**config.mk**
```make
export PLATFORM = sky130hd
export DESIGN_NAME = jtag_subsystem
export DESIGN_NICKNAME = d
export VERILOG_FILES = /design/src/verilog/jtag_pkg.sv /design/src/verilog/bitq_fsm.sv /design/src/verilog/ctrlport_resp_combine.sv /design/src/verilog/ctrlport_to_jtag.sv /design/src/verilog/jtag_subsystem.sv
export SDC_FILE = /design/constraint.sdc
export NUM_CORES = 1
export LEC_CHECK = 0
export BUFFER_PORTS_ARGS = -buffer_cell sky130_fd_sc_hd__buf_2
export CAP_MARGIN = 20
export CORE_MARGIN = 5
export CORE_UTILIZATION = 61
export DETAILED_ROUTE_END_ITERATION = 16
export MAX_ROUTING_LAYER = met4
export PLACE_DENSITY = 0.8
export REMOVE_ABC_BUFFERS = 1
export SETUP_SLACK_MARGIN = 0.1
export SLEW_MARGIN = 5
export SYNTH_ARGS = -nofsm -noshare
export SYNTH_HDL_FRONTEND = slang
export SYNTH_SLANG_ARGS = --single-unit
```
**constraint.sdc**
```tcl
create_clock -name ctrlport_clk -period 4.75 [get_ports ctrlport_clk]
set_clock_uncertainty 0.05 [all_clocks]
set_input_delay 0.2375 -clock ctrlport_clk [delete_from_list [all_inputs] [get_ports ctrlport_clk]]
set_output_delay 0.2375 -clock ctrlport_clk [all_outputs]
set_load 0.05 [all_outputs]
```
**src/verilog/jtag_pkg.sv**
```systemverilog
`default_nettype none

package jtag_pkg;

  // --------------------------------------------------
  // bus widths
  // --------------------------------------------------
  localparam int addr_w = 20;
  localparam int data_w = 32;

  // controlport status codes
  typedef enum logic [1:0] {
    sts_okay   = 2'b00,
    sts_cmderr = 2'b01,
    sts_tserr  = 2'b10,
    sts_slverr = 2'b11
  } ctrl_status_e;

  // one request from the bus master
  typedef struct packed {
    logic              wr;
    logic              rd;
    logic [addr_w-1:0] addr;
    logic [data_w-1:0] data;
  } ctrlport_req_t;

  // one response back to the master
  typedef struct packed {
    logic              ack;
    ctrl_status_e      status;
    logic [data_w-1:0] data;
  } ctrlport_resp_t;

  // idle response, nothing on the bus
  localparam ctrlport_resp_t resp_idle = '{ack: 1'b0, status: sts_okay, data: '0};

  // master driven pins of one chain
  typedef struct packed {
    logic tck;
    logic tdi;
    logic tms;
  } jtag_pins_t;

  // --------------------------------------------------
  // register map, offsets within one window
  // --------------------------------------------------
  localparam logic [addr_w-1:0] reg_tx_data   = 20'h00000;
  localparam logic [addr_w-1:0] reg_stb_data  = 20'h00004;
  localparam logic [addr_w-1:0] reg_control   = 20'h00008;
  localparam logic [addr_w-1:0] reg_rx_data   = 20'h0000C;
  localparam logic [addr_w-1:0] num_addresses = 20'd32;

  // CONTROL fields
  localparam int prescaler_lsb = 0;
  localparam int prescaler_w   = 8;
  localparam int length_lsb    = 8;
  localparam int length_w      = 5;
  // bit 31 is reset on write, ready on read
  localparam int reset_bit     = 31;
  localparam int ready_bit     = 31;

  // bit queue engine states
  typedef enum logic [1:0] {
    st_idle = 2'b00,
    st_low  = 2'b01,
    st_high = 2'b10
  } bitq_state_e;

endpackage

`default_nettype wire

```
**src/verilog/bitq_fsm.sv**
```systemverilog
`timescale 1ns/1ps
`default_nettype none

module bitq_fsm
  import jtag_pkg::*;
(
  input  logic                   ctrlport_clk,
  input  logic                   ctrlport_rst,
  input  logic [prescaler_w-1:0] prescaler,
  input  logic [length_w-1:0]    len,
  input  logic                   start,
  input  logic [data_w-1:0]      wr_data,
  input  logic [data_w-1:0]      stb_data,
  input  logic                   tdo,
  output jtag_pins_t             pins,
  output logic                   ready,
  output logic [data_w-1:0]      rd_data
);

  // --------------------------------------------------
  // state and counters
  // --------------------------------------------------
  bitq_state_e            state;
  // cycles left in the current tck phase
  logic [prescaler_w-1:0] half_cnt;
  // bit being shifted, lsb first
  logic [length_w-1:0]    bit_idx;
  logic [length_w-1:0]    next_idx;

  // idx never wraps, last bit ends the transfer
  assign next_idx = bit_idx + 1'b1;

  // ready straight from state
  assign ready = (state == st_idle);

  // --------------------------------------------------
  // shift engine
  // --------------------------------------------------
  always_ff @(posedge ctrlport_clk) begin
    if (ctrlport_rst) begin
      state    <= st_idle;
      half_cnt <= '0;
      bit_idx  <= '0;
      pins     <= '0;
      rd_data  <= '0;
    end else begin
      case (state)
        st_idle: begin
          if (start) begin
            state     <= st_low;
            half_cnt  <= prescaler;
            bit_idx   <= '0;
            // first bit out with tck low
            pins.tck  <= 1'b0;
            pins.tdi  <= wr_data[0];
            pins.tms  <= stb_data[0];
            // old capture gone, bits above len stay zero
            rd_data   <= '0;
          end
        end

        st_low: begin
          if (half_cnt == '0) begin
            state            <= st_high;
            half_cnt         <= prescaler;
            pins.tck         <= 1'b1;
            // target still drives its previous bit here
            rd_data[bit_idx] <= tdo;
          end else begin
            half_cnt <= half_cnt - 1'b1;
          end
        end

        st_high: begin
          if (half_cnt == '0) begin
            pins.tck <= 1'b0;
            if (bit_idx == len) begin
              // transfer done, park the pins low
              state    <= st_idle;
              pins.tdi <= 1'b0;
              pins.tms <= 1'b0;
            end else begin
              // next bit, set up on the falling edge
              state    <= st_low;
              half_cnt <= prescaler;
              bit_idx  <= next_idx;
              pins.tdi <= wr_data[next_idx];
              pins.tms <= stb_data[next_idx];
            end
          end else begin
            half_cnt <= half_cnt - 1'b1;
          end
        end

        default: begin
          state <= st_idle;
          pins  <= '0;
        end
      endcase
    end
  end

  // --------------------------------------------------
  // checks
  // --------------------------------------------------

  // slave must hold off start until the engine is back
  a_start_when_ready: assert property (
    @(posedge ctrlport_clk) disable iff (ctrlport_rst)
      start |-> ready
  ) else $error("bitq_fsm: start while busy");

  // tck parked low whenever the engine is idle
  a_tck_low_idle: assert property (
    @(posedge ctrlport_clk) disable iff (ctrlport_rst)
      (state == st_idle) |-> !pins.tck
  ) else $error("bitq_fsm: tck high in idle");

endmodule

`default_nettype wire

```
**src/verilog/ctrlport_resp_combine.sv**
```systemverilog
`timescale 1ns/1ps
`default_nettype none

module ctrlport_resp_combine
  import jtag_pkg::*;
(
  input  logic           ctrlport_clk,
  input  logic           ctrlport_rst,
  input  ctrlport_resp_t resp_a,
  input  ctrlport_resp_t resp_b,
  output ctrlport_resp_t resp
);

  // --------------------------------------------------
  // response merge
  // --------------------------------------------------
  always_ff @(posedge ctrlport_clk) begin
    if (ctrlport_rst) begin
      resp <= resp_idle;
    end else if (resp_a.ack) begin
      resp <= resp_a;
    end else if (resp_b.ack) begin
      resp <= resp_b;
    end else begin
      // nobody answered, keep the bus clean
      resp <= resp_idle;
    end
  end

  // two acks means the address windows overlap
  a_single_ack: assert property (
    @(posedge ctrlport_clk) disable iff (ctrlport_rst)
      !(resp_a.ack && resp_b.ack)
  ) else $error("ctrlport_resp_combine: both slaves acked");

endmodule

`default_nettype wire

```
**src/verilog/ctrlport_to_jtag.sv**
```systemverilog
`timescale 1ns/1ps
`default_nettype none

module ctrlport_to_jtag
  import jtag_pkg::*;
#(
  parameter logic [addr_w-1:0]      base_address      = 20'h00000,
  parameter logic [prescaler_w-1:0] default_prescaler = 8'd1
) (
  input  logic           ctrlport_clk,
  input  logic           ctrlport_rst,
  input  ctrlport_req_t  req,
  output ctrlport_resp_t resp,
  output jtag_pins_t     pins,
  input  logic           tdo
);

  // --------------------------------------------------
  // local registers
  // --------------------------------------------------
  logic [data_w-1:0]      tx_data_reg;
  logic [data_w-1:0]      stb_data_reg;
  logic [prescaler_w-1:0] prescaler_reg;
  logic [length_w-1:0]    length_reg;
  // self clearing strobes
  logic                   start_reg;
  logic                   soft_rst_stb;

  // engine side
  logic                   bitq_rst;
  logic                   bitq_ready;
  logic [data_w-1:0]      rx_data;
  logic                   engine_ready;

  // decode
  logic [addr_w-1:0]      offset;
  logic                   in_window;
  logic                   soft_rst_req;
  logic [data_w-1:0]      control_rd;

  // --------------------------------------------------
  // address decode
  // --------------------------------------------------
  assign offset    = req.addr - base_address;
  // offset form avoids overflow at the top of the map
  assign in_window = (req.addr >= base_address) && (offset < num_addresses);

  // soft reset bypasses the ready check
  assign soft_rst_req = in_window && (offset == reg_control) && req.data[reset_bit];

  // a start still in flight counts as busy
  assign engine_ready = bitq_ready && !start_reg;

  // CONTROL readback
  always_comb begin
    control_rd                                  = '0;
    control_rd[prescaler_lsb +: prescaler_w]    = prescaler_reg;
    control_rd[length_lsb +: length_w]          = length_reg;
    control_rd[ready_bit]                       = engine_ready;
  end

  // --------------------------------------------------
  // register access
  // --------------------------------------------------
  always_ff @(posedge ctrlport_clk) begin
    if (ctrlport_rst) begin
      tx_data_reg   <= '0;
      stb_data_reg  <= '0;
      prescaler_reg <= default_prescaler;
      length_reg    <= '0;
      start_reg     <= 1'b0;
      soft_rst_stb  <= 1'b0;
      resp          <= resp_idle;
    end else begin
      // one cycle pulses by default
      start_reg    <= 1'b0;
      soft_rst_stb <= 1'b0;
      resp         <= resp_idle;

      if (req.wr && in_window) begin
        // writes answer with zero data
        resp.ack <= 1'b1;
        if (soft_rst_req) begin
          // prescaler and length kept
          soft_rst_stb <= 1'b1;
        end else if (!engine_ready) begin
          // engine inputs must stay stable
          resp.status <= sts_cmderr;
        end else begin
          case (offset)
            reg_tx_data: begin
              tx_data_reg <= req.data;
            end
            reg_stb_data: begin
              stb_data_reg <= req.data;
            end
            reg_control: begin
              prescaler_reg <= req.data[prescaler_lsb +: prescaler_w];
              length_reg    <= req.data[length_lsb +: length_w];
              start_reg     <= 1'b1;
            end
            default: begin
              resp.status <= sts_cmderr;
            end
          endcase
        end
      end else if (req.rd && in_window) begin
        resp.ack <= 1'b1;
        case (offset)
          reg_control: begin
            resp.data <= control_rd;
          end
          reg_rx_data: begin
            resp.data <= rx_data;
          end
          // tx and stb are write only, data stays zero
          default: begin
            resp.status <= sts_cmderr;
          end
        endcase
      end
    end
  end

  // --------------------------------------------------
  // shift engine
  // --------------------------------------------------

  // global or soft reset
  assign bitq_rst = ctrlport_rst | soft_rst_stb;

  bitq_fsm jtag_master (
    .ctrlport_clk (ctrlport_clk),
    .ctrlport_rst (bitq_rst),
    .prescaler    (prescaler_reg),
    .len          (length_reg),
    .start        (start_reg),
    .wr_data      (tx_data_reg),
    .stb_data     (stb_data_reg),
    .tdo          (tdo),
    .pins         (pins),
    .ready        (bitq_ready),
    .rd_data      (rx_data)
  );

  // master never issues both strobes at once
  a_one_strobe: assert property (
    @(posedge ctrlport_clk) disable iff (ctrlport_rst)
      !(req.wr && req.rd)
  ) else $error("ctrlport_to_jtag: wr and rd together");

endmodule

`default_nettype wire

```
**src/verilog/jtag_subsystem.sv**
```systemverilog
`timescale 1ns/1ps
`default_nettype none

module jtag_subsystem
  import jtag_pkg::*;
#(
  parameter logic [addr_w-1:0]      chain0_base       = 20'h00000,
  parameter logic [addr_w-1:0]      chain1_base       = 20'h00040,
  parameter logic [prescaler_w-1:0] default_prescaler = 8'd1
) (
  input  logic           ctrlport_clk,
  input  logic           ctrlport_rst,
  input  ctrlport_req_t  req,
  output ctrlport_resp_t resp,
  output jtag_pins_t     chain0_pins,
  input  logic           chain0_tdo,
  output jtag_pins_t     chain1_pins,
  input  logic           chain1_tdo
);

  // per chain responses into the combiner
  ctrlport_resp_t chain0_resp;
  ctrlport_resp_t chain1_resp;

  // --------------------------------------------------
  // chain controllers, same request to both
  // --------------------------------------------------
  ctrlport_to_jtag #(
    .base_address      (chain0_base),
    .default_prescaler (default_prescaler)
  ) chain0 (
    .ctrlport_clk (ctrlport_clk),
    .ctrlport_rst (ctrlport_rst),
    .req          (req),
    .resp         (chain0_resp),
    .pins         (chain0_pins),
    .tdo          (chain0_tdo)
  );

  ctrlport_to_jtag #(
    .base_address      (chain1_base),
    .default_prescaler (default_prescaler)
  ) chain1 (
    .ctrlport_clk (ctrlport_clk),
    .ctrlport_rst (ctrlport_rst),
    .req          (req),
    .resp         (chain1_resp),
    .pins         (chain1_pins),
    .tdo          (chain1_tdo)
  );

  // --------------------------------------------------
  // one response back to the master
  // --------------------------------------------------
  ctrlport_resp_combine resp_merge (
    .ctrlport_clk (ctrlport_clk),
    .ctrlport_rst (ctrlport_rst),
    .resp_a       (chain0_resp),
    .resp_b       (chain1_resp),
    .resp         (resp)
  );

endmodule

`default_nettype wire
```
Word level (Yosys, flattened, before mapping)
Index checks and enable logic that the tools add are counted.
{ "totals": {"regBits": 363, "in_bits": 58, "output_inout_bits": 41, "wordCells": 218} }
{ "op_classes": {"n_addsub": 5, "magnitude_cmp": 10, "eq_ne": 22, "muxes": 80, "bitwise": 12, "n_reduce_logical": 54} }
{ "op_table": {"columns": ["operator", "n"], "rows": [
  ["case mux 32 bit (2 select lines)", 4],
  ["2-to-1 mux 35 bit", 4],
  ["2-to-1 mux 32 bit", 4],
  ["== test 20 x 4 -> 1 bit, second input constant", 4],
  ["bitwise mux 32 bit", 2],
  ["2-to-1 mux 8 bit", 8],
  ["case mux 8 bit (3 select lines)", 2],
  ["== test 20 x 3 -> 1 bit, second input constant", 2],
  ["logical NOT 20 bit", 2],
  ["< comparator 20 x 6 -> 1 bit, second input constant", 2],
  ["AND reduction 4 bit", 8],
  ["2-to-1 mux 5 bit", 6],
  ["< comparator 5 x 6 -> 1 bit, second input constant", 4],
  ["2-to-1 mux 2 bit", 12],
  ["case mux 2 bit (3 select lines)", 4],
  ["AND reduction 3 bit", 8],
  ["binary-select mux 1 bit (select 5 bit)", 4],
  [">= comparator 20 x 1 -> 1 bit, second input constant", 1],
  [">= comparator 20 x 7 -> 1 bit, second input constant", 1],
  ["case mux 5 bit (2 select lines)", 2],
  ["subtractor 20 x 7 -> 20 bit, second input constant", 1],
  ["2-to-1 mux 1 bit", 18],
  ["2-to-1 mux 3 bit", 6],
  ["logical NOT 8 bit", 2],
  ["other kinds (21)", 72]
]} }

Longest topological paths before layout
{ "logic_depth": {"depth_word": 7, "mapped_depth": 12, "ltp_nobuf": 8} }

Modules after synthesis
From an unflattened synthesis, not the netlist that was laid out.
{ "unflattened": {"cells_unflattened": 1846, "area_unflattened_um2": 16094.2} }
{ "by_module_without_submodules": {"columns": ["mod", "instances", "cells_each", "area_per_inst_um2", "seq_area_each_um2"], "rows": [
  ["bitq_fsm", 2, 383, 3194.3, 980.9],
  ["ctrlport_to_jtag (chain0)", 1, 471, 4292.9, 2262.2],
  ["ctrlport_to_jtag (chain1)", 1, 455, 4077.7, 2262.2],
  ["ctrlport_resp_combine", 1, 154, 1335.0, 700.7]
]} }

Least setup slack after synthesis
OpenSTA, ideal clock, no wires.
{ "synth_path": {"path_kind": "register to register", "from": "register chain1.jtag_master.bit_idx[0]", "to": "register, netlist name chain1.jtag_master.pins[1]", "setup_time_ps": 132, "arrival_time_ps": 3281, "required_ps": 4568, "setup_slack_ps": 1287, "path_stages_with_launch": 12, "n_path_buf": 4, "synth_period_minus_slack_ps": 3463, "path_cell_list": "dfxtp_1 buf_1 buf_1 inv_1 ha_1 clkbuf_1 buf_2 mux4_2 a211oi_1 a211oi_1 o21ai_0 a21oi_1"} }
{ "synth_via": {"elab_chain_cells": 6, "word_cells_on_any_way": 7, "classes_between": "add/sub: 1; eq/ne: 1; mux: 5"} }
{ "synth_lines": {"columns": ["element", "line", "text"], "rows": [
  ["start: declaration", "bitq_fsm.sv:27", "logic [length_w-1:0] bit_idx;"],
  ["start signal: assignment", "bitq_fsm.sv:86", "bit_idx <= next_idx;"],
  ["adder 5 x 1 -> 5 bit", "bitq_fsm.sv:31", "assign next_idx = bit_idx + 1'b1;"],
  ["binary-select mux 1 bit (select 5 bit)", "bitq_fsm.sv:87", "pins.tdi <= wr_data[next_idx];"],
  ["2-to-1 mux 1 bit (not written as such)", "bitq_fsm.sv:87", null],
  ["2-to-1 mux 2 bit *", "bitq_fsm.sv:77", "if (bit_idx == len) begin"],
  ["2-to-1 mux 3 bit *", "bitq_fsm.sv:75", "if (half_cnt == '0) begin"],
  ["case mux 2 bit (3 select lines) *", "bitq_fsm.sv:47", "case (state)"]
]} }
Mark *: on every way between the ends. The rest lies on a longest branch, timed or not. The select of a mux whose other input is x is not followed.
A chain may end at the register's enable or synchronous reset.

Worst setup path in the final report
{ "layout_path": {"from": "register chain1.jtag_master.half_cnt[0]", "to": "register chain1.jtag_master.rd_data[25]"} }
{ "layout_via": {"elab_chain_cells": 3} }
{ "layout_lines": {"columns": ["element", "line", "text"], "rows": [
  ["start: declaration", "bitq_fsm.sv:25", "logic [prescaler_w-1:0] half_cnt;"],
  ["start signal: assignment", "bitq_fsm.sv:51", "half_cnt <= prescaler;"],
  ["start signal: assignment", "bitq_fsm.sv:65", "half_cnt <= prescaler;"],
  ["start signal: assignment", "bitq_fsm.sv:70", "half_cnt <= half_cnt - 1'b1;"],
  ["logical NOT 8 bit", "bitq_fsm.sv:63", "if (half_cnt == '0) begin"],
  ["inequality test 2 bit (no source line)", null, null],
  ["AND reduction 3 bit (no source line)", null, null],
  ["end signal: indexed assignment", "bitq_fsm.sv:68", "rd_data[bit_idx] <= tdo;"],
  ["end: declaration", "bitq_fsm.sv:17", "output logic [data_w-1:0] rd_data"]
]} }
Every way passes these cells.

==> summary.md <==
| Metric | Value |
|---|---|
| VDD IR max | 317 uV |
| Footprint of the multi-input gates | 0.00770 sq mm |
| R2R Path Start | chain1.jtag_master.half_cnt[0] |
| CP max FO | 33 |
| Die Y | 170 um |
| Crit. Startpoint | chain1.jtag_master.half_cnt[0] |
| Tcrit/Tclk final | 0.666 |
| CP Class | reg2reg |
| Synth Instances | 1725 |
| Ys Warns | 0 |
| Tightest Pin Transition | 1.12 ns |
| Number of enable flip-flop cells after synthesis | 0 |
| H-tree depth | 2 |
| WP data arrival | 3.54 ns |
| DR iter-0 viols | 1351 |
| Area leader, netlist | dfxtp_1 |
| Core Region | 0.0251 sq mm |
| # rows | 58 |
| Post-synth top flop | dfxtp_1 |
| Crit path launch type | flop |
| Leakage | 0.00611 uW |
| Fraction of layout cells with a size suffix above 1 | 0.158 |
| DR vias | 12763 |
| Drt total wl | 41.1 mm |
| Layout Nets | 1833 |
| Top cell type's share of synthesized area | 0.461 |
| Area Growth Syn to Fin | 12.2% |
| CP required | 5.13 ns |
| Via density | 6.05 |
| Max-Cap Viols | 0 |
| Router iterations before antenna repair | 7 |
| Ports | 99 |
| Commonest non-fill, non-tap cell in the layout | dfxtp_1 |
| Detail Route Antenna Nets | 0 |
| Clock root cell | clkbuf_16 |
| Area contributors post-synth | dfxtp_1 46%, mux2i_1 6.5%, nor2_1 5.2% |
| Reg power frac | 0.439 |
| Synth Register Bits | 358 |
| CTS tree | yes |
| Status | finished clean |
| Crit path time final | 3.16 ns |
| # port buffers | 97 |
| DRC Markers | 0 |
| Largest registers | chain0.resp x34, chain1.resp x34, resp_merge.resp x34 |
| Initial core utilization | 0.619 |
| Register Area | 0.00717 sq mm |
| Pwr Density | 399 mW/mm^2 |
| Post-synth cell types | 69 |
| Final setup violating endpoints | 0 |
| CP Capture Type | flop |
| Number of buffers created by CTS | 37 |
| Worst flop-to-flop path endpoint | chain1.jtag_master.rd_data[25] |
| Post-CTS sizing | 0 |
| Switching share of total power | 0.258 |
| Pint | 5160 uW |
| Final Slew Violations | 0 |
| Worst r2r path cells | 9 |
| CTS sink cnt | 358 |
| Hold Crit Class | in2reg |
| # diodes | 0 |
| Max Freq | 0.316 GHz |
| Post-DP Area | 0.0160 sq mm |
| Largest net degree at the start of global routing | 90 |
| Rel. slew slack | 0.250 |
| CP endpoint | chain1.jtag_master.rd_data[25] |
| Clock power frac | 0.442 |
| Dpl cells | 2029 |
| Fin cells | 2111 |
| Initial antenna violation count | 0 |
| Design area | 0.0174 sq mm |
| Detailed Place HPWL | 27.2 mm |
| Hold Vio Cnt, Final | 0 |
| Gp weighted congestion | 0.910 |
| Sequential share of the synthesized area | 0.461 |
| Switching pwr | 1800 uW |
| DIE WIDTH | 170 um |
| Vias in the first global route | 12307 |
| Post-place setup slack | 1.64 ns |
| Clk slew on worst S/H paths | 0.07 ns |
| Synth async-reset ratio | 0 |
| Fillers | 1953 |
| Grt ovf | 0 |
| Most frequent cells in the layout | 358 x dfxtp_1, 213 x nor2_1, 202 x nand2_1 |
| RSZ-0062 raised after global routing | no |
| Die Area | 0.0288 sq mm |
| Setup total negative slack | 0 ns |
| Min setup slack post-route | 1.59 ns |
| GRT Resource Usage Total | 0.288 |
| Comb pwr share | 0.119 |
| Synth Cell Area | 0.0155 sq mm |
| Clk_lat worst skew | 0.52 ns |
| Post-CTS setup buffer count | 0 |
| First-pass GRT wire length | 65.4 mm |
| Reg2reg setup slack | 1.59 ns |
| Clk buf depth | 3 |
| DR WL/cell | 19.5 um |
| Post-Syn Area per Cell | 9.01 sq um |
## per-stage QoR
| step | hold slack, ns | power, uW | util |
|---|---|---|---|
| 2_1_floorplan | 0.250 | 3630 | - |
| 3_3_place_gp | 0.387 | 3900 | 0.636 |
| 3_5_place_dp | 0.387 | 3920 | 0.636 |
| 4_1_cts | 0.00610 | 6960 | 0.693 |
| 5_1_grt | 0.000828 | 7190 | 0.695 |
| 6_report | 0.0108 | 6960 | 0.695 |
## kinds of logic (layout without fill, tap and decap cells)
logic type | Yosys count | after routing | share of synthesized area
xor gates and xnor gates | 19 | 19 | 0.0107
muxes | 136 | 136 | 0.114
buffers and inverters | 159 | 215 | 0.0443
DFF | 358 | 358 | 0.461
adders and majority gates | 18 | 18 | 0.0145
and+or+nand+nor | 606 | 606 | 0.179
AOI/OAI and AO/OA | 428 | 428 | 0.176
other | 1 | 1 | 0.000241
## worst max-delay path: stages, from the launching register on
cell,delay [ns]
dfxtp_1,0.33
inv_1,0.10
ha_1,0.20
or3b_1,0.47
or3_1,0.48
a21o_1,0.56
nor2_2,0.22
buf_4,0.34
nand3_1,0.13
a21oi_1,0.19
## synth_stat cells (3+ instances only)
cell type,n
mux2_2,3
nand3_1,45
buf_2,14
a21oi_2,49
a21o_1,7
nor3_1,17
a21boi_0,28
mux2i_1,101
a211oi_1,7
a211o_1,7
nor4_4,3
nor3b_1,4
a31oi_1,5
clkbuf_1,102
buf_1,9
a22oi_1,62
and3_1,6
and2_1,48
mux4_2,32
nand2b_1,8
inv_1,20
xor2_1,3
o31ai_1,7
nor4_1,4
buf_4,8
xnor2_1,16
buf_6,6
or3_1,4
or4_1,3
nor3_2,3
nand2_1,202
ha_1,18
o21ai_0,92
nor2b_1,14
a21oi_1,138
dfxtp_1,358
nand4_1,13
or2_2,5
nor2_1,214
## how the worst min path moves through the flow
stage,startpoint,end,cells past startpoint
CTS,req[20],chain1.tx_data_reg[20],3
finish,req[17],chain1.stb_data_reg[17],3
global placement,chain1.stb_data_reg[18],chain1.stb_data_reg[18],2
detailed placement,chain1.jtag_master.rd_data[22],chain1.resp[22],1
floorplan,ctrlport_rst,chain1.stb_data_reg[10],1
global route,req[17],chain1.tx_data_reg[17],3
## layout make-up
cell class                 instances  area share
multi-input combinational       1208       0.442
sequential                       358       0.411
timing repair buffer             132      0.0456
clock buffer                      50      0.0605
clock inverter                    13      0.0134
inverter                          20     0.00430
tap                              330      0.0237
## layer usage
layer	track usage	up-vias	wire, um
li1	-	6070	-
met4	0.121	0	1870
met3	0.0375	107	2640
met5	-	-	0
met1	0.375	6089	17300
met2	0.455	497	19300
## power groups by stage
stage,clock (uW),combinational [uW],sequential [uW]
6_report,3070,830,3050
5_1_grt,3230,906,3050
4_1_cts,3100,812,3050
3_5_place_dp,0,797,3120
3_3_place_gp,0,779,3120
2_1_floorplan,0,473,3160
## timing repair
action / in CTS / in global routing
setup endpoints to repair: 0 / 0
hold buffers: 15 / 0
endpoints found under the hold margin: 24 / 0
No activity file was read; power rests on OpenSTA's default activity.
